--- src/daq_settings.svh ---
`ifndef DAQ_SETTINGS_SVH
`define DAQ_SETTINGS_SVH

// one dac sample, unsigned, wraps mod 2^16
`define DAQ_SAMPLE_WIDTH 16
// segment length field in samples
`define DAQ_DUR_WIDTH 16

// samples per dac batch
`define DAQ_BATCH_SAMPLES 4

// dma beat: start [15:0], slope [31:16], dur [47:32]
`define DAQ_DMA_WIDTH 48

// register port widths
`define DAQ_ADDR_WIDTH 8
`define DAQ_REG_WIDTH 32
`define DAQ_RESP_WIDTH 2

// register map
// bit 0 is run
`define DAQ_ADDR_CTRL 0
// low 16 bits hold the sample offset
`define DAQ_ADDR_OFFSET 4

`endif

--- src/daq_pkg.sv ---
`default_nettype none

`include "daq_settings.svh"

package daq_pkg;

    // sample path types
    typedef logic [`DAQ_SAMPLE_WIDTH-1:0] sample_t;
    // per-sample step, added mod 2^16
    typedef logic [`DAQ_SAMPLE_WIDTH-1:0] slope_t;
    typedef logic [`DAQ_DUR_WIDTH-1:0] dur_t;

    // sample 0 sits in the low bits
    typedef sample_t [`DAQ_BATCH_SAMPLES-1:0] batch_t;

    // register port types
    typedef logic [`DAQ_ADDR_WIDTH-1:0] reg_addr_t;
    typedef logic [`DAQ_REG_WIDTH-1:0] reg_data_t;
    typedef logic [`DAQ_RESP_WIDTH-1:0] resp_t;

    // axi style response codes
    localparam resp_t RESP_OKAY = 2'd0;
    localparam resp_t RESP_SLVERR = 2'd2;

    // one pwl segment as held between unpack and interp
    typedef struct packed {
        sample_t start;
        slope_t  slope;
        dur_t    dur;
        logic    last;
    } segment_t;

    // raw dma beat layout, msb first
    typedef struct packed {
        dur_t    dur;
        slope_t  slope;
        sample_t start;
    } dma_beat_t;

endpackage

`default_nettype wire

--- src/ps_reg_decode.sv ---
`timescale 1ns/1ns
`default_nettype none

`include "daq_settings.svh"

module ps_reg_decode (
    input  wire                     dac_clk,
    input  wire                     rst,
    input  wire daq_pkg::reg_addr_t waddr,
    input  wire                     waddr_valid,
    input  wire daq_pkg::reg_data_t wdata,
    input  wire                     wdata_valid,
    input  wire daq_pkg::reg_addr_t raddr,
    input  wire                     raddr_valid,
    output daq_pkg::resp_t          wresp,
    output logic                    wresp_valid,
    output daq_pkg::reg_data_t      rdata,
    output daq_pkg::resp_t          rresp,
    output logic                    rdata_valid,
    output logic                    run,
    output daq_pkg::sample_t        offset
);

    // write only when address and data strobe together
    logic wr_fire;
    logic wr_ctrl;
    logic wr_offset;
    logic rd_known;
    daq_pkg::reg_data_t rd_value;

    assign wr_fire   = waddr_valid && wdata_valid;
    assign wr_ctrl   = (waddr == daq_pkg::reg_addr_t'(`DAQ_ADDR_CTRL));
    assign wr_offset = (waddr == daq_pkg::reg_addr_t'(`DAQ_ADDR_OFFSET));

    // read mux, unknown address reads zero
    always_comb begin
        rd_known = 1'b1;
        case (raddr)
            daq_pkg::reg_addr_t'(`DAQ_ADDR_CTRL):   rd_value = daq_pkg::reg_data_t'(run);
            daq_pkg::reg_addr_t'(`DAQ_ADDR_OFFSET): rd_value = daq_pkg::reg_data_t'(offset);
            default: begin
                rd_value = '0;
                rd_known = 1'b0;
            end
        endcase
    end

    // control regs and one-cycle response pulses
    always_ff @(posedge dac_clk) begin
        if (rst) begin
            run         <= 1'b0;
            offset      <= '0;
            wresp_valid <= 1'b0;
            rdata_valid <= 1'b0;
        end else begin
            wresp_valid <= wr_fire;
            rdata_valid <= raddr_valid;
            // unknown address leaves both regs alone
            if (wr_fire && wr_ctrl) begin
                run <= wdata[0];
            end
            if (wr_fire && wr_offset) begin
                offset <= wdata[`DAQ_SAMPLE_WIDTH-1:0];
            end
        end
    end

    // response payload, only meaningful with its valid
    always_ff @(posedge dac_clk) begin
        if (wr_fire) begin
            wresp <= (wr_ctrl || wr_offset) ? daq_pkg::RESP_OKAY : daq_pkg::RESP_SLVERR;
        end
        if (raddr_valid) begin
            rdata <= rd_value;
            rresp <= rd_known ? daq_pkg::RESP_OKAY : daq_pkg::RESP_SLVERR;
        end
    end

endmodule

`default_nettype wire

--- src/pwl_unpack.sv ---
`timescale 1ns/1ns
`default_nettype none

`include "daq_settings.svh"

module pwl_unpack (
    input  wire                      dac_clk,
    input  wire                      rst,
    input  wire                      run,
    input  wire [`DAQ_DMA_WIDTH-1:0] pwl_tdata,
    input  wire                      pwl_tvalid,
    input  wire                      pwl_tlast,
    input  wire                      seg_ready,
    output logic                     pwl_tready,
    output daq_pkg::segment_t        seg,
    output logic                     seg_valid
);

    daq_pkg::dma_beat_t beat;
    logic beat_fire;

    // slice the beat into its three fields
    assign beat = daq_pkg::dma_beat_t'(pwl_tdata);

    // take a beat if empty, or if the held segment leaves this cycle
    // run low blocks new beats, the held one still drains
    assign pwl_tready = run && (!seg_valid || seg_ready);
    assign beat_fire  = pwl_tvalid && pwl_tready;

    // occupancy flag
    always_ff @(posedge dac_clk) begin
        if (rst) begin
            seg_valid <= 1'b0;
        end else if (beat_fire) begin
            seg_valid <= 1'b1;
        end else if (seg_ready) begin
            seg_valid <= 1'b0;
        end
    end

    // segment payload
    // tlast marks the final segment of a waveform
    always_ff @(posedge dac_clk) begin
        if (beat_fire) begin
            seg.start <= beat.start;
            seg.slope <= beat.slope;
            seg.dur   <= beat.dur;
            seg.last  <= pwl_tlast;
        end
    end

endmodule

`default_nettype wire

--- src/pwl_interp.sv ---
`timescale 1ns/1ns
`default_nettype none

module pwl_interp (
    input  wire                    dac_clk,
    input  wire                    rst,
    input  wire daq_pkg::segment_t seg,
    input  wire                    seg_valid,
    input  wire daq_pkg::sample_t  offset,
    input  wire                    samp_ready,
    output logic                   seg_ready,
    output daq_pkg::sample_t       samp,
    output logic                   samp_valid,
    output logic                   samp_last
);

    typedef enum logic {IDLE, RUN} interp_state_t;

    interp_state_t state;
    // running value without offset
    daq_pkg::sample_t acc;
    daq_pkg::slope_t slope_q;
    // samples left including the one on the output
    daq_pkg::dur_t remain;
    logic last_q;

    logic final_samp;
    logic need_next;
    logic skip_zero;
    logic seg_fire;
    logic samp_fire;
    logic load_seg;
    logic advance;

    assign final_samp = (state == RUN) && (remain == daq_pkg::dur_t'(1));
    // final sample of an open waveform waits to see what follows
    // so a zero-length terminator can still flag it as last
    assign need_next  = final_samp && !last_q;
    // zero-length mid-waveform segments are dropped on sight
    assign skip_zero  = seg_valid && (seg.dur == '0) && !seg.last;

    always_comb begin
        if (state == IDLE) begin
            seg_ready = 1'b1;
        end else begin
            seg_ready = final_samp && (samp_ready || (!last_q && skip_zero));
        end
    end

    assign samp_valid = (state == RUN) && (!need_next || (seg_valid && !skip_zero));
    assign samp_last  = final_samp && (last_q || (seg_valid && (seg.dur == '0) && seg.last));
    assign samp       = acc + offset;

    assign seg_fire  = seg_valid && seg_ready;
    assign samp_fire = samp_valid && samp_ready;
    // next segment loads on the final accept, back to back
    assign load_seg  = seg_fire && (seg.dur != '0);
    assign advance   = samp_fire && !final_samp;

    // fsm
    always_ff @(posedge dac_clk) begin
        if (rst) begin
            state <= IDLE;
        end else begin
            case (state)
                IDLE: begin
                    if (load_seg) begin
                        state <= RUN;
                    end
                end
                RUN: begin
                    if (samp_fire && final_samp && !load_seg) begin
                        state <= IDLE;
                    end
                end
                default: state <= IDLE;
            endcase
        end
    end

    // accumulator and counter
    always_ff @(posedge dac_clk) begin
        if (load_seg) begin
            acc     <= seg.start;
            slope_q <= seg.slope;
            remain  <= seg.dur;
            last_q  <= seg.last;
        end else if (advance) begin
            // wraps mod 2^16, negative slope is two's complement
            acc    <= acc + slope_q;
            remain <= remain - daq_pkg::dur_t'(1);
        end
    end

endmodule

`default_nettype wire

--- src/batch_pack.sv ---
`timescale 1ns/1ns
`default_nettype none

`include "daq_settings.svh"

module batch_pack (
    input  wire                   dac_clk,
    input  wire                   rst,
    input  wire daq_pkg::sample_t samp,
    input  wire                   samp_valid,
    input  wire                   samp_last,
    input  wire                   dac_rdy,
    output logic                  samp_ready,
    output daq_pkg::batch_t       dac_batch,
    output logic                  dac_batch_valid
);

    localparam int CNT_W = $clog2(`DAQ_BATCH_SAMPLES);

    // next slot to fill
    logic [CNT_W-1:0] slot;
    logic samp_fire;
    logic batch_done;

    // held batch blocks input until the dac takes it
    assign samp_ready = !dac_batch_valid || dac_rdy;
    assign samp_fire  = samp_valid && samp_ready;
    assign batch_done = samp_last || (slot == CNT_W'(`DAQ_BATCH_SAMPLES - 1));

    // slot count and batch valid
    always_ff @(posedge dac_clk) begin
        if (rst) begin
            slot            <= '0;
            dac_batch_valid <= 1'b0;
        end else begin
            if (dac_batch_valid && dac_rdy) begin
                dac_batch_valid <= 1'b0;
            end
            if (samp_fire) begin
                if (batch_done) begin
                    slot            <= '0;
                    dac_batch_valid <= 1'b1;
                end else begin
                    slot <= slot + CNT_W'(1);
                end
            end
        end
    end

    // slot writes
    // a last sample also fills every slot above it as padding
    always_ff @(posedge dac_clk) begin
        if (samp_fire) begin
            for (int i = 0; i < `DAQ_BATCH_SAMPLES; i++) begin
                if ((slot == CNT_W'(i)) || (samp_last && (CNT_W'(i) > slot))) begin
                    dac_batch[i] <= samp;
                end
            end
        end
    end

endmodule

`default_nettype wire

--- src/dac_top.sv ---
`timescale 1ns/1ns
`default_nettype none

`include "daq_settings.svh"

module dac_top (
    input  wire                      dac_clk,
    input  wire                      rst,
    // register port
    input  wire daq_pkg::reg_addr_t  waddr,
    input  wire                      waddr_valid,
    input  wire daq_pkg::reg_data_t  wdata,
    input  wire                      wdata_valid,
    input  wire daq_pkg::reg_addr_t  raddr,
    input  wire                      raddr_valid,
    output daq_pkg::resp_t           wresp,
    output logic                     wresp_valid,
    output daq_pkg::reg_data_t       rdata,
    output daq_pkg::resp_t           rresp,
    output logic                     rdata_valid,
    // dma segment stream
    input  wire [`DAQ_DMA_WIDTH-1:0] pwl_tdata,
    input  wire                      pwl_tvalid,
    input  wire                      pwl_tlast,
    output logic                     pwl_tready,
    // dac batch port
    input  wire                      dac_rdy,
    output daq_pkg::batch_t          dac_batch,
    output logic                     dac_batch_valid
);

    // register levels into the pipeline
    logic run;
    daq_pkg::sample_t offset;

    // unpack to interp
    daq_pkg::segment_t seg;
    logic seg_valid;
    logic seg_ready;

    // interp to packer
    daq_pkg::sample_t samp;
    logic samp_valid;
    logic samp_last;
    logic samp_ready;

    ps_reg_decode reg_decode_inst (
        .dac_clk(dac_clk), .rst(rst),
        .waddr(waddr), .waddr_valid(waddr_valid),
        .wdata(wdata), .wdata_valid(wdata_valid),
        .raddr(raddr), .raddr_valid(raddr_valid),
        .wresp(wresp), .wresp_valid(wresp_valid),
        .rdata(rdata), .rresp(rresp), .rdata_valid(rdata_valid),
        .run(run), .offset(offset)
    );

    pwl_unpack unpack_inst (
        .dac_clk(dac_clk), .rst(rst), .run(run),
        .pwl_tdata(pwl_tdata), .pwl_tvalid(pwl_tvalid), .pwl_tlast(pwl_tlast),
        .seg_ready(seg_ready), .pwl_tready(pwl_tready),
        .seg(seg), .seg_valid(seg_valid)
    );

    pwl_interp interp_inst (
        .dac_clk(dac_clk), .rst(rst),
        .seg(seg), .seg_valid(seg_valid), .offset(offset),
        .samp_ready(samp_ready), .seg_ready(seg_ready),
        .samp(samp), .samp_valid(samp_valid), .samp_last(samp_last)
    );

    batch_pack pack_inst (
        .dac_clk(dac_clk), .rst(rst),
        .samp(samp), .samp_valid(samp_valid), .samp_last(samp_last),
        .dac_rdy(dac_rdy), .samp_ready(samp_ready),
        .dac_batch(dac_batch), .dac_batch_valid(dac_batch_valid)
    );

endmodule

`default_nettype wire

--- config.mk ---
export PLATFORM = sky130hd
export DESIGN_NAME = dac_top
export DESIGN_NICKNAME = d
export VERILOG_FILES = /design/src/daq_pkg.sv /design/src/ps_reg_decode.sv /design/src/pwl_unpack.sv /design/src/pwl_interp.sv /design/src/batch_pack.sv /design/src/dac_top.sv
export VERILOG_INCLUDE_DIRS = /design/src
export SDC_FILE = /design/constraint.sdc
export NUM_CORES = 1
export LEC_CHECK = 0
export ABC_AREA = 0
export BUFFER_PORTS_ARGS = -buffer_cell sky130_fd_sc_hd__buf_4
export CORE_MARGIN = 1
export CORE_UTILIZATION = 55
export CTS_CLUSTER_SIZE = 40
export DETAILED_ROUTE_END_ITERATION = 10
export PLACE_DENSITY = 0.82
export SLEW_MARGIN = 40
export SYNTH_ARGS = -nofsm -noshare
export SYNTH_HDL_FRONTEND = slang
export SYNTH_SLANG_ARGS = --single-unit
--- constraint.sdc ---
create_clock -name dac_clk -period 7.1 [get_ports dac_clk]
set_clock_uncertainty 0.1 [all_clocks]
set_input_delay 1.42 -clock dac_clk [delete_from_list [all_inputs] [get_ports dac_clk]]
set_output_delay 1.42 -clock dac_clk [all_outputs]
set_load 0.01 [all_outputs]
* After elaboration in Yosys (flattened, before gate mapping)
Cells that the tools add are included.
** Word-level totals
- Register bits :: 222
- Input bits :: 104
** Cells by class
- Add/sub/neg operators :: 4
- $lt $le $gt $ge :: 4
- Equal/unequal tests :: 6
- Mux-type cells :: 18
- Bitwise gates (word level) :: 1
- Reduce and logical (&&, ||, !) cells :: 57
** Operator list (number)
- $mux 16 :: 4
- $add 16x16->16 :: 2
- $pmux 16 s2 :: 1
- $logic_and 1x1->1 :: 26
- $eq 16x1->1 const B :: 1
- $eq 8x3->1 const B :: 2
- $logic_not 16->1 :: 1
- $logic_not 8->1 :: 2
- $reduce_bool 16->1 :: 1
- $sub 16x1->16 const B :: 1
- $logic_or 1x1->1 :: 11
- $mux 1 :: 9
- $logic_not 1->1 :: 8
- $reduce_and 2->1 :: 4
- $mux 2 :: 3
- $eq 2x2->1 const B :: 2
- $gt 1x2->1 const A :: 2
- $gt 2x2->1 const A :: 2
- $reduce_bool 2->1 :: 2
- $add 2x1->2 const B :: 1
- $eq 2x1->1 const B :: 1
- $logic_not 2->1 :: 1
- $pmux 1 s2 :: 1
- $reduce_or 2->1 :: 1
- $not 1->1 :: 1

* Logic depth before layout (Yosys ltp)
Gate-level depths: netlist (run 1).
- Depth in word-level cells :: 13
- Mapped depth :: 10
- Gate-level depth less buffers :: 10

* By module
From an unflattened synthesis (run 1), not the netlist that was laid out.
** Unflattened totals
- Cells, all modules :: 639
- Area total of the unflattened synthesis :: 9024.9 sq um
** Modules (own cells, without submodules)
- pwl_interp :: times used 1, cells an instance 354, area an instance 3664.8 sq um
- batch_pack :: times used 1, cells an instance 90, area an instance 2142.1 sq um
- ps_reg_decode :: times used 1, cells an instance 140, area an instance 1675.4 sq um
- pwl_unpack :: times used 1, cells an instance 55, area an instance 1542.7 sq um

* Least setup slack after synthesis (run 1)
OpenSTA, ideal clock, no wires.
- Kind :: input to register
- Start point :: input dac_rdy
- End point :: register, netlist name unpack_inst.seg[0]
- Library setup time :: 485 ps
- Arrival :: 4211 ps
- Slack :: 2304 ps
- Stages on the path :: 3
- Buffers on the path :: 0
- Cells stage by stage :: nand2b_1 > o21ai_0 > a31oi_1
** On the way
- Cells in the longest elaborated chain, start to end :: 7
** Ends and longest elaborated chain
- start, declared :: line dac_top.sv:27 : input wire dac_rdy,
- $logic_or 1x1->1 :: line batch_pack.sv:26 : assign samp_ready = !dac_batch_valid || dac_rdy;
- $logic_or 1x1->1 :: line pwl_interp.sv:46 : seg_ready = final_samp && (samp_ready || (!last_q && skip_zero));
- $logic_and 1x1->1 :: line pwl_interp.sv:46
- $mux 1 :: line pwl_interp.sv:43 : if (state == IDLE) begin
- $logic_or 1x1->1 :: line pwl_unpack.sv:27 : assign pwl_tready = run && (!seg_valid || seg_ready);
- $logic_and 1x1->1 :: line pwl_unpack.sv:27
- $logic_and 1x1->1 :: line pwl_unpack.sv:28 : assign beat_fire = pwl_tvalid && pwl_tready;
- named net unpack_inst.beat_fire :: line pwl_unpack.sv:20 : logic beat_fire;
The timed path passes the listed nets, and every way through them passes these cells.
A chain may end at the register's enable or synchronous reset.

* Final worst setup path (run 1)
- Start point :: register interp_inst.remain[4]
- End point :: output pwl_tready
** On the way
- Cells in the longest elaborated chain, start to end :: 6
** Ends and longest elaborated chain
- start, declared :: line pwl_interp.sv:24 : daq_pkg::dur_t remain;
- start signal, assigned :: line pwl_interp.sv:86 : remain <= seg.dur;
- start signal, assigned :: line pwl_interp.sv:91 : remain <= remain - daq_pkg::dur_t'(1);
- $eq 16x1->1 :: line pwl_interp.sv:35 : assign final_samp = (state == RUN) && (remain == daq_pkg::dur_t'(1));
- $logic_and 1x1->1 :: line pwl_interp.sv:35
- $logic_and 1x1->1 :: line pwl_interp.sv:46
- $mux 1 :: line pwl_interp.sv:43
- $logic_or 1x1->1 :: line pwl_unpack.sv:27
- $logic_and 1x1->1 :: line pwl_unpack.sv:27
- end, declared :: line dac_top.sv:25 : output logic pwl_tready,
Every way passes these cells.

==> run_results.csv, run 1 <==
group,metric,value,unit
outcome,status,"finished, final reports clean",
logic_synthesis,synth_edf_count,180,
logic_synthesis,synthArstFlopShare,0,%
floorplanning,fp.coreArea,15300,um2
detailed_routing,vias_per_cell,5.32,
timing,setup_viol,0,
timing,post-route-period-util,61.3,%
detailed_routing,drt_pass1_iterations,5,
global_routing,grt_pass1_vias,5446,
critical_path,path_buf_inv,1,
detailed_routing,route.vias.total,5589,
timing,fmax,230,MHz
logic_synthesis,synthTopCellsByCount,"180 x edfxtp_1, 52 x nor2_1, 46 x nand2_1",
detailed_routing,drc,0,
timing,worst_pin_slew,793,ps
floorplanning,die_area,16300,um2
placement,place_congestion,0.836,
logic_synthesis,yosysTopAreaCell,"edfxtp_1",
logic_synthesis,synth_seq_cells,204,
power_and_ir_drop,pwr-share-seq,56.3,%
min_path,hold_class,"flop to flop",
global_routing,grt_start_max_net_pins,62,
logic_synthesis,syn-cell-area,8700,um2
logic_synthesis,ys_warn_count,0,
critical_path,cp.arrival,2830,ps
placement,pre_cts_ws,2940,ps
detailed_routing,ant_nets,0,
cts,cts_buffers,20,
cts,cts_resized,0,
placement,io_buffer_count,173,
detailed_routing,drt_iter0_markers,348,
timing,slew_headroom,47.1,%
global_routing,grt_use_total,21.5,%
critical_path,cp-end-kind,"output pin",
cts,cts-root-buf,"clkbuf_16",
cells_and_area,fin_nets,968,
floorplanning,start_util,56.8,%
detailed_routing,wl,17.2,mm
critical_path,critical_path.top_delay_family,"simple AND/OR/NAND/NOR gates",
timing,finalMaxSlewViolations,0,
cells_and_area,area_growth_syn_to_layout,24.5,%
cts,clk_latency,490,ps
logic_synthesis,synth.area.top_cells,"edfxtp_1 62%, dfxtp_1 5.5%, ha_1 5.0%",
logic_synthesis,synth_cell_types,52,
power_and_ir_drop,peakVddDrop,210,uV
timing,fin_setup_tns,0,ps
floorplanning,die_width,128,um
global_routing,grt_overflow,0,
timing,period_needed,4350,ps
logic_synthesis,synth-seq-area-share,67.6,%
floorplanning,rows,45,
critical_path,cp_slowest_cell,"nor4_4",
placement,dp_hpwl,12.8,mm
power_and_ir_drop,swShare,18.8,%
critical_path,cpPeakStageDelay,560,ps
global_routing,grt_pass1_wl,27.3,mm
cells_and_area,drive_above_1_share,26.1,%
power_and_ir_drop,p_leak,4.22,nW
critical_path,crit_type,"flop to output pin",
cts,clockBufferDepth,3,
critical_path,path_cells,"nor3_1 > nand2_1 > nor4_4 > o21ai_0 > nand3_1 > and2_1 > buf_4",
cts,cts_tree,"done",
detailed_routing,wl_per_cell,16.4,um
floorplanning,die_h,128,um
timing,final_hold_viol_count,0,
power_and_ir_drop,clock_power_share,41.1,%
logic_synthesis,yosysMostFrequentCell,"edfxtp_1",
critical_path,start_kind,"flop",
power_and_ir_drop,switching_power,0.434,mW
logic_synthesis,synth_area_per_cell,13.6,um2
critical_path,required,5580,ps
power_and_ir_drop,p_comb_share,2.5,%
logic_synthesis,ys.flop_type,"edfxtp_1",
logic_synthesis,synthCells,638,
cts,clk_pin_slew_worst_paths,60,ps
cells_and_area,diodes,0,
power_and_ir_drop,p_per_area,213,nW/um2
cts,cts_sinks,204,
floorplanning,pin_count,208,
critical_path,cp_max_fo,6,
flow_run,drv_cap,0,
cts,htree_num_levels,1,
power_and_ir_drop,intPower,1.87,mW
power_and_ir_drop,p_total,2.31,mW
timing,rsz0062_at_grt,"no",
logic_synthesis,synth.top_cell.area_share,62.1,%
cts,cts_setup_buffers,0,
cts,hold_buffers,0,
timing,fin_ws,2750,ps
global_routing,antenna_found_initial,0,
[power groups by stage]
| stage | combinational [mW] | clock [mW] | sequential [mW] |
|---|---|---|---|
| floorplan | 0.0162 | 0 | 1.33 |
| global placement | 0.0568 | 0 | 1.32 |
| detailed placement | 0.0588 | 0 | 1.32 |
| CTS | 0.0589 | 0.972 | 1.30 |
| global route | 0.0626 | 1.02 | 1.30 |
| finish | 0.0586 | 0.948 | 1.30 |
[sequential cells by signal, summed over array words and instances, names as in the netlist, 2 cells and up]
name and cells:
pack_inst.slot 2, pack_inst.dac_batch 64, reg_decode_inst.rdata 16, reg_decode_inst.offset 16
unpack_inst.seg 49, interp_inst.slope_q 16, interp_inst.remain 16, interp_inst.acc 16
[stage by stage]
step	utilization, %	area, um2	cells	hold WS (ps)
finish	70.7	10800	1051	319
global route	70.7	10800	1051	333
CTS	70.6	10800	1050	319
detailed placement	66.7	10200	1015	305
global placement	66.6	10200	1013	303
floorplan	-	8760	655	300
[metal layers]
| layer | track usage, % | up-vias | share of wire (%) |
|---|---|---|---|
| met5 | 0 | - | 0 |
| li1 | - | 2714 | - |
| met4 | 7.34 | 0 | 2.3 |
| met3 | 3.71 | 38 | 7.0 |
| met1 | 27.5 | 2592 | 42 |
| met2 | 37.1 | 245 | 49 |
[final timing paths]
| path | cells after the start | from | to | slack [ps] |
|---|---|---|---|---|
| worst max-delay path | 7 | interp_inst.remain[4] | pwl_tready | 2750 |
| worst min-delay path | 0 | unpack_inst.seg[31] | interp_inst.slope_q[14] | 320 |
| worst max register to register | 7 | interp_inst.remain[4] | interp_inst.acc[15] | 3610 |
| worst min register to register | 0 | unpack_inst.seg[31] | interp_inst.slope_q[14] | 320 |
[cell type report]
class	count	area, um2
flip-flops and latches	204	5890
fillers	1044	4490
multi-input cells	403	2660
repair buffers	180	1360
clock buffers	25	541
well taps	211	264
inverters	18	70.1
clock inverters	10	48.8
[placed cells by master, fill, tap and decap left out, types with 4 or more instances in the layout]
master / n
a21o_1: 11
a21oi_1: 38
a31oi_1: 6
and2_1: 17
buf_4: 179
clkbuf_1: 4
clkbuf_16: 21
clkinv_1: 4
clkinv_2: 5
conb_1: 18
dfxtp_1: 24
edfxtp_1: 180
ha_1: 35
inv_1: 17
mux2i_1: 18
nand2_1: 46
nand2b_1: 4
nand3_1: 10
nor2_1: 52
nor2b_1: 4
nor3_1: 12
nor4_1: 11
o21a_1: 4
o21ai_0: 34
o31ai_1: 6
xnor2_1: 28
xor2_1: 8
[cells by family (layout without fill, tap and decap cells)]
kind of cell    count (synthesis)  in the layout  synth area share, %
xor+xnor                       36             36                 3.62
other cells                     1             18               0.0431
simple gates                  170            170                 9.40
buf+inv                        48            233                 2.92
fa+ha+maj                      37             37                 5.49
mux                            18             18                 2.07
compound gates                124            124                 8.80
flops                         204            204                 67.6
Power figures use the tool's default switching activity.
==> inputs of run 2 (changes only) <==
--- a/config.mk
+++ b/config.mk
@@ -9,10 +9,10 @@
 export ABC_AREA = 0
 export BUFFER_PORTS_ARGS = -buffer_cell sky130_fd_sc_hd__buf_4
 export CORE_MARGIN = 1
-export CORE_UTILIZATION = 55
+export CORE_UTILIZATION = 54
 export CTS_CLUSTER_SIZE = 40
 export DETAILED_ROUTE_END_ITERATION = 10
-export PLACE_DENSITY = 0.82
+export PLACE_DENSITY = 0.8
 export SLEW_MARGIN = 40
 export SYNTH_ARGS = -nofsm -noshare
 export SYNTH_HDL_FRONTEND = slang
==> constraint.sdc (replaced) <==
create_clock -name dac_clk -period 4.1 [get_ports dac_clk]
set_clock_uncertainty 0.1 [all_clocks]
set_input_delay 0.82 -clock dac_clk [delete_from_list [all_inputs] [get_ports dac_clk]]
set_output_delay 0.82 -clock dac_clk [all_outputs]
set_load 0.01 [all_outputs]
==> run 2 against run 1 <==
Largest cell class unchanged. Wire length up 2.4%. Critical endpoint unchanged. Die area is 1.8% higher. Highest routed layer unchanged. Count of clock-buffer cells in the layout did not move. First-iteration DRC count fell by 8.3%. Non-clock buffer count grew 1. Setup slack worse by 2400 ps. Combinational power grew 72%. Critical path depth did not move. Register-to-register slack lost 2700 ps.
==> run_results.csv, run 2 (synthesized netlist as in run 1, its figures left out) <==
group,metric,value,unit
min_path,hold_class,"flop to flop",
cts,cts_buffers,21,
power_and_ir_drop,swShare,18.7,%
power_and_ir_drop,pwr-share-seq,52.8,%
cells_and_area,diodes,0,
timing,fmax,269,MHz
critical_path,start_kind,"flop",
timing,finalMaxSlewViolations,0,
detailed_routing,drc,0,
cells_and_area,area_growth_syn_to_layout,25.8,%
cells_and_area,layout_commonest_cell,"buf_4",
cts,hold_buffers,0,
power_and_ir_drop,clock_power_share,44.9,%
power_and_ir_drop,switching_power,0.797,mW
critical_path,cp.arrival,2800,ps
detailed_routing,ant_nets,0,
critical_path,cp_max_fo,6,
critical_path,path_cells,"nor3_1 > nand2_1 > nor4_4 > o21ai_0 > nand3_1 > and2_1 > buf_4",
timing,fin_setup_tns,0,ps
power_and_ir_drop,p_leak,4.26,nW
critical_path,path_buf_inv,1,
cts,clk_pin_slew_worst_paths,60,ps
critical_path,cp_slowest_cell,"nor4_4",
power_and_ir_drop,intPower,3.46,mW
cts,cts_resized,0,
cells_and_area,fin_nets,970,
cts,cts_setup_buffers,0,
cells_and_area,regMostFlops,"pack_inst.dac_batch",
cts,cts-root-buf,"clkbuf_16",
floorplanning,start_util,55.0,%
floorplanning,rows,46,
timing,worst_pin_slew,798,ps
min_path,holdPathStages,0,
critical_path,cp-end-kind,"output pin",
detailed_routing,route.vias.total,5667,
critical_path,crit_type,"flop to output pin",
placement,place_congestion,0.884,
power_and_ir_drop,p_comb_share,2.4,%
critical_path,critical_path.top_delay_family,"simple AND/OR/NAND/NOR gates",
global_routing,grt_pass1_vias,5369,
flow_run,drv_cap,0,
detailed_routing,vias_per_cell,5.35,
critical_path,required,3180,ps
cells_and_area,drive_above_1_share,26.8,%
cells_and_area,largest_reg_flops,64,
floorplanning,pin_count,208,
floorplanning,die_width,129,um
timing,final_hold_viol_count,0,
floorplanning,die_h,129,um
timing,rsz0062_at_grt,"no",
timing,post-route-period-util,90.7,%
critical_path,rr_worst_depth,6,
outcome,status,"finished, final reports clean",
placement,io_buffer_count,173,
cells_and_area,most-common-layout-cells,"181 x buf_4, 180 x edfxtp_1, 52 x nor2_1",
critical_path,cpPeakStageDelay,560,ps
floorplanning,die_area,16600,um2
global_routing,grt_overflow,0,
cts,cts_tree,"done",
power_and_ir_drop,peakVddDrop,362,uV
timing,period_needed,3720,ps
floorplanning,fp.coreArea,15800,um2
cells_and_area,top_regs,"pack_inst.dac_batch (64), unpack_inst.seg (49)",
global_routing,grt_pass1_wl,27.2,mm
global_routing,grt_start_max_net_pins,50,
timing,slew_headroom,46.8,%
cts,clockBufferDepth,3,
power_and_ir_drop,p_per_area,389,nW/um2
critical_path,cp_num_cells,7,
placement,dp_hpwl,13.1,mm
global_routing,grt_use_total,21.3,%
detailed_routing,wl_per_cell,16.6,um
detailed_routing,wl,17.6,mm
cts,cts_sinks,204,
power_and_ir_drop,p_total,4.26,mW
detailed_routing,drt_iter0_markers,319,
cts,clk_latency,490,ps
global_routing,antenna_found_initial,0,
detailed_routing,drt_pass1_iterations,5,
cts,htree_num_levels,1,
timing,setup_viol,0,
-- run 2: cell types whose count changed in the layout (fill, tap and decap cells not counted), sizes merged --
| cell | before | now |
|---|---|---|
| clkinv | 10 | 4 |
| clkinvlp | 0 | 5 |
| bufinv | 0 | 3 |
| buf | 179 | 181 |
| clkbuf | 26 | 25 |
-- run 2: final timing paths --
path / startpoint / endpoint / slack [ps]
worst max-delay path: interp_inst.remain[4] / pwl_tready / 380
worst min register to register: unpack_inst.seg[29] / interp_inst.slope_q[12] / 320
worst min-delay path: unpack_inst.seg[29] / interp_inst.slope_q[12] / 320
worst max register to register: interp_inst.remain[4] / unpack_inst.seg[26] / 950
-- run 2: final cells by class --
cell class              instances  area (um2)
repair buffers                181        1360
clock inverters                12         153
clock buffers                  25         551
well taps                     216         270
multi-input cells             403        2660
inverters                      18        68.8
fillers                      1132        4880
flip-flops and latches        204        5890
-- run 2: through the flow --
stage                     setup WS (ps)  util, %  cells  cell area (um2)  hold slack (ps)
final                               382     69.2   1059            10900              316
after global routing                165     69.2   1059            10900              324
after CTS                           415     69.1   1059            10900              318
after detailed placement            927     64.7   1022            10200              308
after global placement              963     64.6   1022            10200              302
after floorplan                     203        -    655             8770              300
-- run 2: routing by layer --
metal	share of wire, %	up-vias	track usage (%)
met3	6.7	37	3.33
met1	43	2654	28.8
met2	48	253	35.5
met5	0	-	0
li1	-	2723	-
met4	2.1	0	6.57
-- run 2: power groups by stage --
stage | Sequential, mW | Combinational (mW) | Clock [mW]
detailed placement | 2.29 | 0.101 | 0
global route | 2.25 | 0.108 | 2.02
global placement | 2.29 | 0.0984 | 0
CTS | 2.25 | 0.101 | 1.95
finish | 2.25 | 0.101 | 1.91
floorplan | 2.30 | 0.0281 | 0
